## config.mk

```make
export PLATFORM = sky130hd
export DESIGN_NAME = llki_pp
export DESIGN_NICKNAME = d
export VERILOG_FILES = /design/src/source/llki_pkg.sv /design/src/source/llki_msg_fsm.sv /design/src/source/llki_pp.sv /design/src/source/llki_reg_decode.sv /design/src/source/llki_reg_port.sv
export SDC_FILE = /design/constraint.sdc
export NUM_CORES = 1
export LEC_CHECK = 0
export BUFFER_PORTS_ARGS = -buffer_cell sky130_fd_sc_hd__clkbuf_2
export CAP_MARGIN = 20
export CORE_MARGIN = 2
export CORE_UTILIZATION = 30
export DETAILED_ROUTE_END_ITERATION = 7
export GPL_TIMING_DRIVEN = 0
export PLACE_DENSITY = 0.58
export SYNTH_ARGS = -nofsm -noshare
export SYNTH_HDL_FRONTEND = slang
export SYNTH_SLANG_ARGS = --single-unit
```

## constraint.sdc

```tcl
create_clock -name clk -period 3.9 [get_ports clk]
set_input_delay 0.195 -clock clk [delete_from_list [all_inputs] [get_ports clk]]
set_output_delay 0.195 -clock clk [all_outputs]
set_load 0.01 [all_outputs]
```

## src/source/llki_pkg.sv

```systemverilog
/*
  Shared widths, message ids, status codes and state type of the key loader.
  Message words are DATA_W wide, and key words are the written word zero extended to KEY_W.
  Encodings must match the host software that builds the request words.
*/
`default_nettype none

package llki_pkg;

  // ----------------------------------------------------------------------
  // Widths
  // ----------------------------------------------------------------------
  localparam int ADDR_W = 32;
  localparam int DATA_W = 32;
  localparam int KEY_W  = 64;

  // Bit positions in the control/status word
  localparam int CTRLSTS_RESP_WAITING  = 0;
  localparam int CTRLSTS_READY_FOR_KEY = 1;

  // ----------------------------------------------------------------------
  // Message ids
  // ----------------------------------------------------------------------
  // Requests from the host
  localparam logic [7:0] MID_LOAD_KEY_REQ    = 8'h00;
  localparam logic [7:0] MID_CLEAR_KEY_REQ   = 8'h01;
  localparam logic [7:0] MID_KEY_STATUS_REQ  = 8'h02;
  // Responses to the host
  localparam logic [7:0] MID_LOAD_KEY_ACK    = 8'h03;
  localparam logic [7:0] MID_CLEAR_KEY_ACK   = 8'h04;
  localparam logic [7:0] MID_KEY_STATUS_RESP = 8'h05;
  localparam logic [7:0] MID_ERROR_RESP      = 8'h06;

  // ----------------------------------------------------------------------
  // Status codes
  // ----------------------------------------------------------------------
  localparam logic [7:0] ST_GOOD            = 8'h00;
  localparam logic [7:0] ST_KEY_PRESENT     = 8'h01;
  localparam logic [7:0] ST_KEY_NOT_PRESENT = 8'h02;
  localparam logic [7:0] ST_BAD_MSG_ID      = 8'h20;
  localparam logic [7:0] ST_BAD_MSG_LEN     = 8'h21;
  localparam logic [7:0] ST_BAD_KEY_LEN     = 8'h22;
  localparam logic [7:0] ST_LOSS_OF_SYNC    = 8'h23;

  // Protocol FSM states
  typedef enum logic [2:0] {
    IDLE,
    MSG_CHECK,
    LOAD_KEY,
    CLEAR_KEY,
    RESPONSE
  } pp_state_t;

  // Header layout, msg_id in the low byte
  typedef struct packed {
    logic [7:0] reserved;
    logic [7:0] msg_len;
    logic [7:0] status;
    logic [7:0] msg_id;
  } msg_hdr_t;

  // Send/receive word, a header or a raw key word depending on FSM state
  typedef union packed {
    msg_hdr_t            hdr;
    logic [DATA_W-1:0]   raw;
  } msg_word_t;

endpackage

`default_nettype wire

```

## src/source/llki_msg_fsm.sv

```systemverilog
/*
  Key loading protocol FSM, one request at a time, no message buffering.
  Host must poll ready-for-key before each key word, a word sent while the core
  is not ready ends the load with a loss-of-sync error.
  Writes to send/receive outside IDLE and LOAD_KEY are ignored.
*/
`default_nettype none

module llki_msg_fsm (
  input  logic                          clk,
  input  logic                          rst,
  // From the register decoder
  input  logic                          send_wr_i,
  input  logic                          send_rd_i,
  input  logic [llki_pkg::DATA_W-1:0]   wdata_i,
  output logic [llki_pkg::DATA_W-1:0]   resp_word_o,
  output logic                          resp_waiting_o,
  // Core discrete key port
  output logic [llki_pkg::KEY_W-1:0]    key_data_o,
  output logic                          key_valid_o,
  input  logic                          key_ready_i,
  input  logic                          key_complete_i,
  output logic                          clear_key_o,
  input  logic                          clear_ack_i
);

  llki_pkg::pp_state_t  state_q;
  llki_pkg::msg_word_t  wr_word;
  llki_pkg::msg_word_t  resp_word;
  logic [7:0]           msg_id_q;
  logic [7:0]           status_q;
  logic [7:0]           msg_len_q;
  logic                 key_accept;

  assign wr_word.raw = wdata_i;

  // Key word goes out only when the core can take it
  assign key_accept = (state_q == llki_pkg::LOAD_KEY) & send_wr_i
                    & key_ready_i & ~key_complete_i;

  // ----------------------------------------------------------------------
  // Protocol FSM
  // ----------------------------------------------------------------------
  always_ff @(posedge clk or posedge rst) begin
    if (rst) begin
      state_q     <= llki_pkg::IDLE;
      msg_id_q    <= '0;
      status_q    <= '0;
      msg_len_q   <= '0;
      key_valid_o <= 1'b0;
      clear_key_o <= 1'b0;
    end else begin
      key_valid_o <= 1'b0;
      case (state_q)
        llki_pkg::IDLE: begin
          // Header view of the request word
          if (send_wr_i) begin
            msg_id_q  <= wr_word.hdr.msg_id;
            status_q  <= wr_word.hdr.status;
            msg_len_q <= wr_word.hdr.msg_len;
            state_q   <= llki_pkg::MSG_CHECK;
          end
        end
        llki_pkg::MSG_CHECK: begin
          state_q <= llki_pkg::RESPONSE;
          case (msg_id_q)
            llki_pkg::MID_LOAD_KEY_REQ: begin
              // Header plus at least one key word
              if (msg_len_q <= 8'd1) begin
                msg_id_q <= llki_pkg::MID_ERROR_RESP;
                status_q <= llki_pkg::ST_BAD_MSG_LEN;
              end else begin
                state_q  <= llki_pkg::LOAD_KEY;
              end
            end
            llki_pkg::MID_CLEAR_KEY_REQ: begin
              if (msg_len_q != 8'd1) begin
                msg_id_q <= llki_pkg::MID_ERROR_RESP;
                status_q <= llki_pkg::ST_BAD_MSG_LEN;
              end else begin
                clear_key_o <= 1'b1;
                state_q     <= llki_pkg::CLEAR_KEY;
              end
            end
            llki_pkg::MID_KEY_STATUS_REQ: begin
              if (msg_len_q != 8'd1) begin
                msg_id_q <= llki_pkg::MID_ERROR_RESP;
                status_q <= llki_pkg::ST_BAD_MSG_LEN;
              end else begin
                msg_id_q <= llki_pkg::MID_KEY_STATUS_RESP;
                status_q <= key_complete_i ? llki_pkg::ST_KEY_PRESENT
                                           : llki_pkg::ST_KEY_NOT_PRESENT;
              end
            end
            default: begin
              msg_id_q <= llki_pkg::MID_ERROR_RESP;
              status_q <= llki_pkg::ST_BAD_MSG_ID;
            end
          endcase
        end
        llki_pkg::LOAD_KEY: begin
          if (send_wr_i) begin
            if (!key_ready_i) begin
              // Word dropped, host lost track of the core
              msg_id_q <= llki_pkg::MID_ERROR_RESP;
              status_q <= llki_pkg::ST_LOSS_OF_SYNC;
              state_q  <= llki_pkg::RESPONSE;
            end else if (key_complete_i) begin
              // Too many words for this core, wipe the partial key
              msg_id_q    <= llki_pkg::MID_ERROR_RESP;
              status_q    <= llki_pkg::ST_BAD_KEY_LEN;
              clear_key_o <= 1'b1;
              state_q     <= llki_pkg::CLEAR_KEY;
            end else begin
              key_valid_o <= 1'b1;
              // msg_len counts the header too, so 2 means last word
              if (msg_len_q == 8'd2) begin
                msg_id_q <= llki_pkg::MID_LOAD_KEY_ACK;
                status_q <= llki_pkg::ST_GOOD;
                state_q  <= llki_pkg::RESPONSE;
              end else begin
                msg_len_q <= msg_len_q - 8'd1;
              end
            end
          end
        end
        llki_pkg::CLEAR_KEY: begin
          if (clear_ack_i) begin
            clear_key_o <= 1'b0;
            // Keep a pending bad key length error
            if (msg_id_q != llki_pkg::MID_ERROR_RESP) begin
              msg_id_q <= llki_pkg::MID_CLEAR_KEY_ACK;
              status_q <= llki_pkg::ST_GOOD;
            end
            state_q <= llki_pkg::RESPONSE;
          end
        end
        llki_pkg::RESPONSE: begin
          // Host read of send/receive consumes the response
          if (send_rd_i) begin
            state_q <= llki_pkg::IDLE;
          end
        end
        default: begin
          clear_key_o <= 1'b0;
          state_q     <= llki_pkg::IDLE;
        end
      endcase
    end
  end

  // Key word register, raw view zero extended
  always_ff @(posedge clk) begin
    if (key_accept) begin
      key_data_o <= {{(llki_pkg::KEY_W - llki_pkg::DATA_W){1'b0}}, wr_word.raw};
    end
  end

  // ----------------------------------------------------------------------
  // Response word
  // ----------------------------------------------------------------------
  assign resp_waiting_o = (state_q == llki_pkg::RESPONSE);

  always_comb begin
    resp_word.hdr.reserved = '0;
    resp_word.hdr.msg_len  = 8'd1;
    resp_word.hdr.status   = status_q;
    resp_word.hdr.msg_id   = msg_id_q;
  end

  // Reads as zero when no response is pending
  assign resp_word_o = resp_waiting_o ? resp_word.raw : '0;

endmodule

`default_nettype wire

```

## src/source/llki_pp.sv

```systemverilog
/*
  Key loading protocol processor top level.
  Register addresses are set here and must be distinct.
*/
`default_nettype none

module llki_pp #(
  parameter logic [llki_pkg::ADDR_W-1:0] CTRLSTS_ADDR  = 32'h0000_0000,
  parameter logic [llki_pkg::ADDR_W-1:0] SENDRECV_ADDR = 32'h0000_0008
) (
  input  logic                          clk,
  input  logic                          rst,
  // Host register port
  input  logic                          req_i,
  input  logic                          we_i,
  input  logic [llki_pkg::ADDR_W-1:0]   addr_i,
  input  logic [llki_pkg::DATA_W-1:0]   wdata_i,
  output logic                          ack_o,
  output logic [llki_pkg::DATA_W-1:0]   rdata_o,
  output logic                          err_o,
  // Core discrete key port
  output logic [llki_pkg::KEY_W-1:0]    key_data_o,
  output logic                          key_valid_o,
  input  logic                          key_ready_i,
  input  logic                          key_complete_i,
  output logic                          clear_key_o,
  input  logic                          clear_ack_i
);

  // Port to decode
  logic                          wr_stb;
  logic                          rd_stb;
  logic [llki_pkg::ADDR_W-1:0]   reg_addr;
  logic [llki_pkg::DATA_W-1:0]   reg_wdata;
  logic [llki_pkg::DATA_W-1:0]   reg_rdata;
  logic                          reg_err;
  // Decode to FSM
  logic                          send_wr;
  logic                          send_rd;
  logic [llki_pkg::DATA_W-1:0]   resp_word;
  logic                          resp_waiting;

  // ----------------------------------------------------------------------
  // Bus port, decode, protocol FSM
  // ----------------------------------------------------------------------
  llki_reg_port reg_port_inst (
    .clk      (clk),
    .rst      (rst),
    .req_i    (req_i),
    .we_i     (we_i),
    .addr_i   (addr_i),
    .wdata_i  (wdata_i),
    .ack_o    (ack_o),
    .rdata_o  (rdata_o),
    .err_o    (err_o),
    .rdata_i  (reg_rdata),
    .err_i    (reg_err),
    .wr_stb_o (wr_stb),
    .rd_stb_o (rd_stb),
    .addr_o   (reg_addr),
    .wdata_o  (reg_wdata)
  );

  llki_reg_decode #(
    .CTRLSTS_ADDR  (CTRLSTS_ADDR),
    .SENDRECV_ADDR (SENDRECV_ADDR)
  ) reg_decode_inst (
    .clk            (clk),
    .rst            (rst),
    .wr_stb_i       (wr_stb),
    .rd_stb_i       (rd_stb),
    .addr_i         (reg_addr),
    .rdata_o        (reg_rdata),
    .err_o          (reg_err),
    .resp_word_i    (resp_word),
    .resp_waiting_i (resp_waiting),
    .key_ready_i    (key_ready_i),
    .send_wr_o      (send_wr),
    .send_rd_o      (send_rd)
  );

  // Write data bypasses the decoder, only the strobe is qualified there
  llki_msg_fsm msg_fsm_inst (
    .clk            (clk),
    .rst            (rst),
    .send_wr_i      (send_wr),
    .send_rd_i      (send_rd),
    .wdata_i        (reg_wdata),
    .resp_word_o    (resp_word),
    .resp_waiting_o (resp_waiting),
    .key_data_o     (key_data_o),
    .key_valid_o    (key_valid_o),
    .key_ready_i    (key_ready_i),
    .key_complete_i (key_complete_i),
    .clear_key_o    (clear_key_o),
    .clear_ack_i    (clear_ack_i)
  );

endmodule

`default_nettype wire

```

## src/source/llki_reg_decode.sv

```systemverilog
/*
  Register decode for the control/status and send/receive words.
  Status bits lag resp_waiting and key_ready by one cycle.
  Control/status has no writable bits, a write there is accepted and dropped.
  CTRLSTS_ADDR and SENDRECV_ADDR must differ.
*/
`default_nettype none

module llki_reg_decode #(
  parameter logic [llki_pkg::ADDR_W-1:0] CTRLSTS_ADDR  = 32'h0000_0000,
  parameter logic [llki_pkg::ADDR_W-1:0] SENDRECV_ADDR = 32'h0000_0008
) (
  input  logic                          clk,
  input  logic                          rst,
  // Access strobes from the register port
  input  logic                          wr_stb_i,
  input  logic                          rd_stb_i,
  input  logic [llki_pkg::ADDR_W-1:0]   addr_i,
  output logic [llki_pkg::DATA_W-1:0]   rdata_o,
  output logic                          err_o,
  // Protocol FSM side
  input  logic [llki_pkg::DATA_W-1:0]   resp_word_i,
  input  logic                          resp_waiting_i,
  input  logic                          key_ready_i,
  output logic                          send_wr_o,
  output logic                          send_rd_o
);

  logic                          resp_waiting_q;
  logic                          ready_for_key_q;
  logic [llki_pkg::DATA_W-1:0]   ctrlsts_word;
  logic                          hit_ctrlsts;
  logic                          hit_sendrecv;

  // ----------------------------------------------------------------------
  // Control/status register
  // ----------------------------------------------------------------------
  // Sampled every cycle, host polls these bits
  always_ff @(posedge clk or posedge rst) begin
    if (rst) begin
      resp_waiting_q  <= 1'b0;
      ready_for_key_q <= 1'b0;
    end else begin
      resp_waiting_q  <= resp_waiting_i;
      ready_for_key_q <= key_ready_i;
    end
  end

  // Remaining bits read as zero
  always_comb begin
    ctrlsts_word = '0;
    ctrlsts_word[llki_pkg::CTRLSTS_RESP_WAITING]  = resp_waiting_q;
    ctrlsts_word[llki_pkg::CTRLSTS_READY_FOR_KEY] = ready_for_key_q;
  end

  // ----------------------------------------------------------------------
  // Address decode and read mux
  // ----------------------------------------------------------------------
  assign hit_ctrlsts  = (addr_i == CTRLSTS_ADDR);
  assign hit_sendrecv = (addr_i == SENDRECV_ADDR);

  always_comb begin
    rdata_o = '0;
    if (rd_stb_i) begin
      if (hit_ctrlsts) begin
        rdata_o = ctrlsts_word;
      end else if (hit_sendrecv) begin
        rdata_o = resp_word_i;
      end
    end
  end

  // Any access outside the two registers is flagged
  assign err_o = (wr_stb_i | rd_stb_i) & ~hit_ctrlsts & ~hit_sendrecv;

  // Send/receive accesses go on to the FSM
  assign send_wr_o = wr_stb_i & hit_sendrecv;
  assign send_rd_o = rd_stb_i & hit_sendrecv;

endmodule

`default_nettype wire

```

## src/source/llki_reg_port.sv

```systemverilog
/*
  Four-phase req/ack register port, one access in flight at a time.
  Host keeps we_i, addr_i and wdata_i stable while req_i is high.
  A held req_i holds ack_o, rdata_o and err_o and blocks new accesses.
*/
`default_nettype none

module llki_reg_port (
  input  logic                          clk,
  input  logic                          rst,
  // Host side
  input  logic                          req_i,
  input  logic                          we_i,
  input  logic [llki_pkg::ADDR_W-1:0]   addr_i,
  input  logic [llki_pkg::DATA_W-1:0]   wdata_i,
  output logic                          ack_o,
  output logic [llki_pkg::DATA_W-1:0]   rdata_o,
  output logic                          err_o,
  // Decoder side
  input  logic [llki_pkg::DATA_W-1:0]   rdata_i,
  input  logic                          err_i,
  output logic                          wr_stb_o,
  output logic                          rd_stb_o,
  output logic [llki_pkg::ADDR_W-1:0]   addr_o,
  output logic [llki_pkg::DATA_W-1:0]   wdata_o
);

  // Handshake states
  localparam logic [1:0] HS_IDLE   = 2'd0;
  localparam logic [1:0] HS_ACCESS = 2'd1;
  localparam logic [1:0] HS_ACK    = 2'd2;

  logic [1:0] hs_state_q;

  // ----------------------------------------------------------------------
  // Handshake FSM and strobes
  // ----------------------------------------------------------------------
  always_ff @(posedge clk or posedge rst) begin
    if (rst) begin
      hs_state_q <= HS_IDLE;
      wr_stb_o   <= 1'b0;
      rd_stb_o   <= 1'b0;
      ack_o      <= 1'b0;
    end else begin
      // Strobes last a single cycle
      wr_stb_o <= 1'b0;
      rd_stb_o <= 1'b0;
      case (hs_state_q)
        HS_IDLE: begin
          // ack_o is low here, so a high req_i is a new access
          if (req_i) begin
            wr_stb_o   <= we_i;
            rd_stb_o   <= ~we_i;
            hs_state_q <= HS_ACCESS;
          end
        end
        HS_ACCESS: begin
          // Decoder answers during the strobe cycle
          ack_o      <= 1'b1;
          hs_state_q <= HS_ACK;
        end
        HS_ACK: begin
          if (!req_i) begin
            ack_o      <= 1'b0;
            hs_state_q <= HS_IDLE;
          end
        end
        default: begin
          ack_o      <= 1'b0;
          hs_state_q <= HS_IDLE;
        end
      endcase
    end
  end

  // Request capture and response hold registers
  always_ff @(posedge clk) begin
    if (hs_state_q == HS_IDLE && req_i) begin
      addr_o  <= addr_i;
      wdata_o <= wdata_i;
    end
    // Latched once, stays put through the whole acknowledge phase
    if (hs_state_q == HS_ACCESS) begin
      rdata_o <= rdata_i;
      err_o   <= err_i;
    end
  end

endmodule

`default_nettype wire

```

==> reports/results.tsv <==
metric	value	unit
Main synth FF type	edfxtp_1	
hold slack	178.6	ps
DP Wirelength	10.17	mm
CTS tree	built	
Max Cap Violations	0	
min Tclk post-route	2681	ps
Routed Antenna Nets	0	
Vias	4326	
IO buf count	123	
vias in the first global route	4437	
critical path startpoint	reg_port_inst.addr_o[29]	
chip height	147.6	microns
Initial Util	30.56	%
reg2reg end	msg_fsm_inst.key_data_o[6]	
CP endpoint	msg_fsm_inst.key_data_o[6]	
row count	52	
Die Area	21780	sq um
Clock transition at path regs	60	ps
relative slew slack	31.87	%
Worst-Skew Late Latency	420	ps
clock buffer depth	2	
Peak supply drop	326.1	uV
clock root cell	clkbuf_16	
Hold/Removal Path Class	in2reg	
Bufs and invs on worst path	0	
Final Power	4.877	mW
post-synthesis cell area	6183	sq um
first-pass GRT wire length	23.16	mm
Worst Setup Path Type	reg2reg	
synthesized area per cell	13.86	sq um
pre-CTS setup slack	1143	ps
Slowest Stage Delay on Critical Path	790	ps
Seq/Total Area, Yosys	69.93	%
final WL	14.54	mm
pwr/cell area	566.7	nW/um^2
GPL Wtd Cong	0.8121	
initial DRC count	181	
delay-heaviest family, CP	simple AND/OR/NAND/NOR gates	
CTS resizes	0	
Avg WL per Cell	14.74	microns
reg2reg path depth	4	
# H-tree levels	4	
TritonRoute pass-1 iters	4	
pin count of the biggest net entering global routing	40	
synthesized flop and latch total	150	
Critical Path Slowest Stage Cell	and2_2	
Synthesis Warnings	0	
Placed Area	7368	sq um
Worst-Margin Slew	1011	ps
EDFF count, synth	114	
share of cells above drive strength 1	31.15	%
fin. max-slew vios	0	
post-CTS setup buffers	0	
Crit. End Element	flip-flop	
TritonCTS Buffers	17	
Netlist cell types	57	
I/O pin count	171	
Core Region	20230	sq um
Placed Instances	887	
Pleak	3.552	nW
vias per inst	4.387	
gr usage total	13.81	%
diode count	0	
stages on the worst setup path	4	
FMAX	373.0	MHz
Final WS setup	1219	ps
worst-path fanout max	32	
type of origin of the critical path	flip-flop	
final net count	777	
die extent in x	147.6	microns
final setup fails	0	
Setup Skew	10.46	ps
internal reg-to-reg setup slack	1220	ps
WP data arrival	2720	ps
status	finished clean	
Hold Violations, Final	0	
Sink Count	150	
RSZ-0062 raised after global routing	no	
Tcrit/Tclk final	68.73	%
origin of the critical flop-to-flop path	reg_port_inst.addr_o[29]	
final instance count without filler cells	986	
area grow syn2layout	39.17	%
# fillers	1910	
CTS Hold Bufs	67	
cell count after synthesis	446	
CP required	3940	ps
ys async rst share	24.00	%
GRT overflow	0	
final instance area	8606	sq um
crit-path cells	nor4_1 -> nand4_1 -> nor3_1 -> and2_2	
initial antenna violation count	0	
Post-route DRC	0	
## layout make-up
class | instances | area [sq um] | share of cell area (%)
Clock inverter | 7 | 101.3 | 1.178
Clock buffer | 25 | 465.4 | 5.409
Tap cell | 270 | 337.8 | 3.926
Inverter | 11 | 41.29 | 0.4798
Buffer | 61 | 427.9 | 4.972
Timing Repair Buffer | 192 | 1334 | 15.50
Sequential cell | 150 | 4324 | 50.25
Multi-Input combinational cell | 270 | 1574 | 18.29
## cell families after synthesis
logic type                 share of synthesized area, %
other                                           0.06065
DFF                                               69.93
and+or+nand+nor                                   11.39
muxes                                            0.1619
buffers and inverters                             7.588
AOI/OAI and AO/OA                                 10.26
adders and majority gates                        0.6071
## cells in the mapped netlist, drive strengths merged (4+ instances only)
library cell | instances | share of area, %
a21oi | 23 | 1.9
a31oi | 5 | 0.75
and2 | 17 | 1.7
and4 | 4 | 0.57
buf | 56 | 6.6
clkbuf | 5 | 0.30
dfrtp | 36 | 15
edfxtp | 114 | 55
inv | 10 | 0.61
nand2 | 29 | 1.8
nand2b | 8 | 0.81
nand3 | 10 | 0.81
nor2 | 17 | 1.0
nor3 | 13 | 1.5
nor4 | 10 | 1.1
o21ai | 21 | 1.7
o21bai | 4 | 0.49
o22ai | 16 | 1.6
## placed cells by master, fill, tap and decap left out, types with 2 or more instances in the layout
| master | Yosys | layout |
|---|---|---|
| a21o_1 | 3 | 3 |
| a21oi_1 | 23 | 23 |
| a31o_2 | 2 | 2 |
| a31oi_1 | 4 | 4 |
| and2_1 | 17 | 16 |
| and4_1 | 4 | 4 |
| and4b_1 | 2 | 2 |
| buf_2 | 6 | 6 |
| buf_4 | 49 | 49 |
| bufinv_16 | 0 | 2 |
| clkbuf_1 | 5 | 12 |
| clkbuf_16 | 0 | 17 |
| clkbuf_2 | 0 | 123 |
| clkinv_4 | 0 | 3 |
| clkinvlp_4 | 0 | 2 |
| conb_1 | 1 | 47 |
| dfrtp_1 | 36 | 36 |
| dlygate4sd3_1 | 0 | 67 |
| edfxtp_1 | 114 | 114 |
| ha_1 | 3 | 3 |
| inv_1 | 10 | 10 |
| nand2_1 | 29 | 29 |
| nand2b_1 | 8 | 8 |
| nand3_1 | 10 | 10 |
| nand4_1 | 2 | 2 |
| nor2_1 | 17 | 16 |
| nor2b_1 | 3 | 2 |
| nor3_1 | 9 | 9 |
| nor3_2 | 3 | 3 |
| nor4_1 | 9 | 9 |
| o211ai_1 | 3 | 3 |
| o21ai_0 | 20 | 20 |
| o21bai_1 | 4 | 4 |
| o22ai_1 | 16 | 16 |
| o31ai_1 | 3 | 3 |
| o32a_1 | 3 | 3 |
| o32ai_1 | 2 | 2 |
## power by group
group | leakage (nW) | switching [mW] | internal (mW)
Combinational | 1.77 | 0.610 | 0.437
Sequential | 1.52 | 0.180 | 2.07
Clock | 0.266 | 0.613 | 0.962
## per-layer routing
| metal | share of wire, % | global-route usage, % | vias to the layer above |
|---|---|---|---|
| met2 | 49 | 22.60 | 154 |
| met4 | 2.0 | 5.769 | 0 |
| met1 | 42 | 17.18 | 2049 |
| li1 | - | - | 2102 |
| met5 | 0 | 0 | - |
| met3 | 7.3 | 3.981 | 21 |
## worst min path at each step
stage                     cells past startpoint                               to        start  slack, ps
after floorplan                               0  reg_decode_inst.ready_for_key_q  key_ready_i        230
after global placement                        1         reg_port_inst.addr_o[26]   addr_i[26]        370
after detailed placement                      2        msg_fsm_inst.msg_len_q[4]          rst        270
after CTS                                     3          msg_fsm_inst.state_q[0]  clear_ack_i        150
after global routing                          3          msg_fsm_inst.state_q[0]  clear_ack_i        180
final                                         3          msg_fsm_inst.state_q[0]  clear_ack_i        180
## worst reg2reg max path: cells and delay by family (launching register included)
family,cells,cell delay (ps)
AND/OR/NAND/NOR,4,1900
flip-flops,1,380
## state kept, by name (all words and copies together) (netlist names), 2 cells and up
signal / flops
reg_port_inst.wdata_o: 32
reg_port_inst.hs_state_q: 2
reg_port_inst.addr_o: 32
msg_fsm_inst.status_q: 8
msg_fsm_inst.key_data_o: 32
msg_fsm_inst.msg_id_q: 8
reg_port_inst.rdata_o: 17
msg_fsm_inst.state_q: 3
msg_fsm_inst.msg_len_q: 8
## metrics by stage
stage | utilization [%] | setup TNS (ps)
4_1_cts | 42.53 | 0
3_3_place_gp | 36.12 | -66550
5_1_grt | 42.53 | 0
3_5_place_dp | 36.41 | 0
6_report | 42.53 | 0
2_1_floorplan | - | 0
No activity file was read; power rests on OpenSTA's default activity.
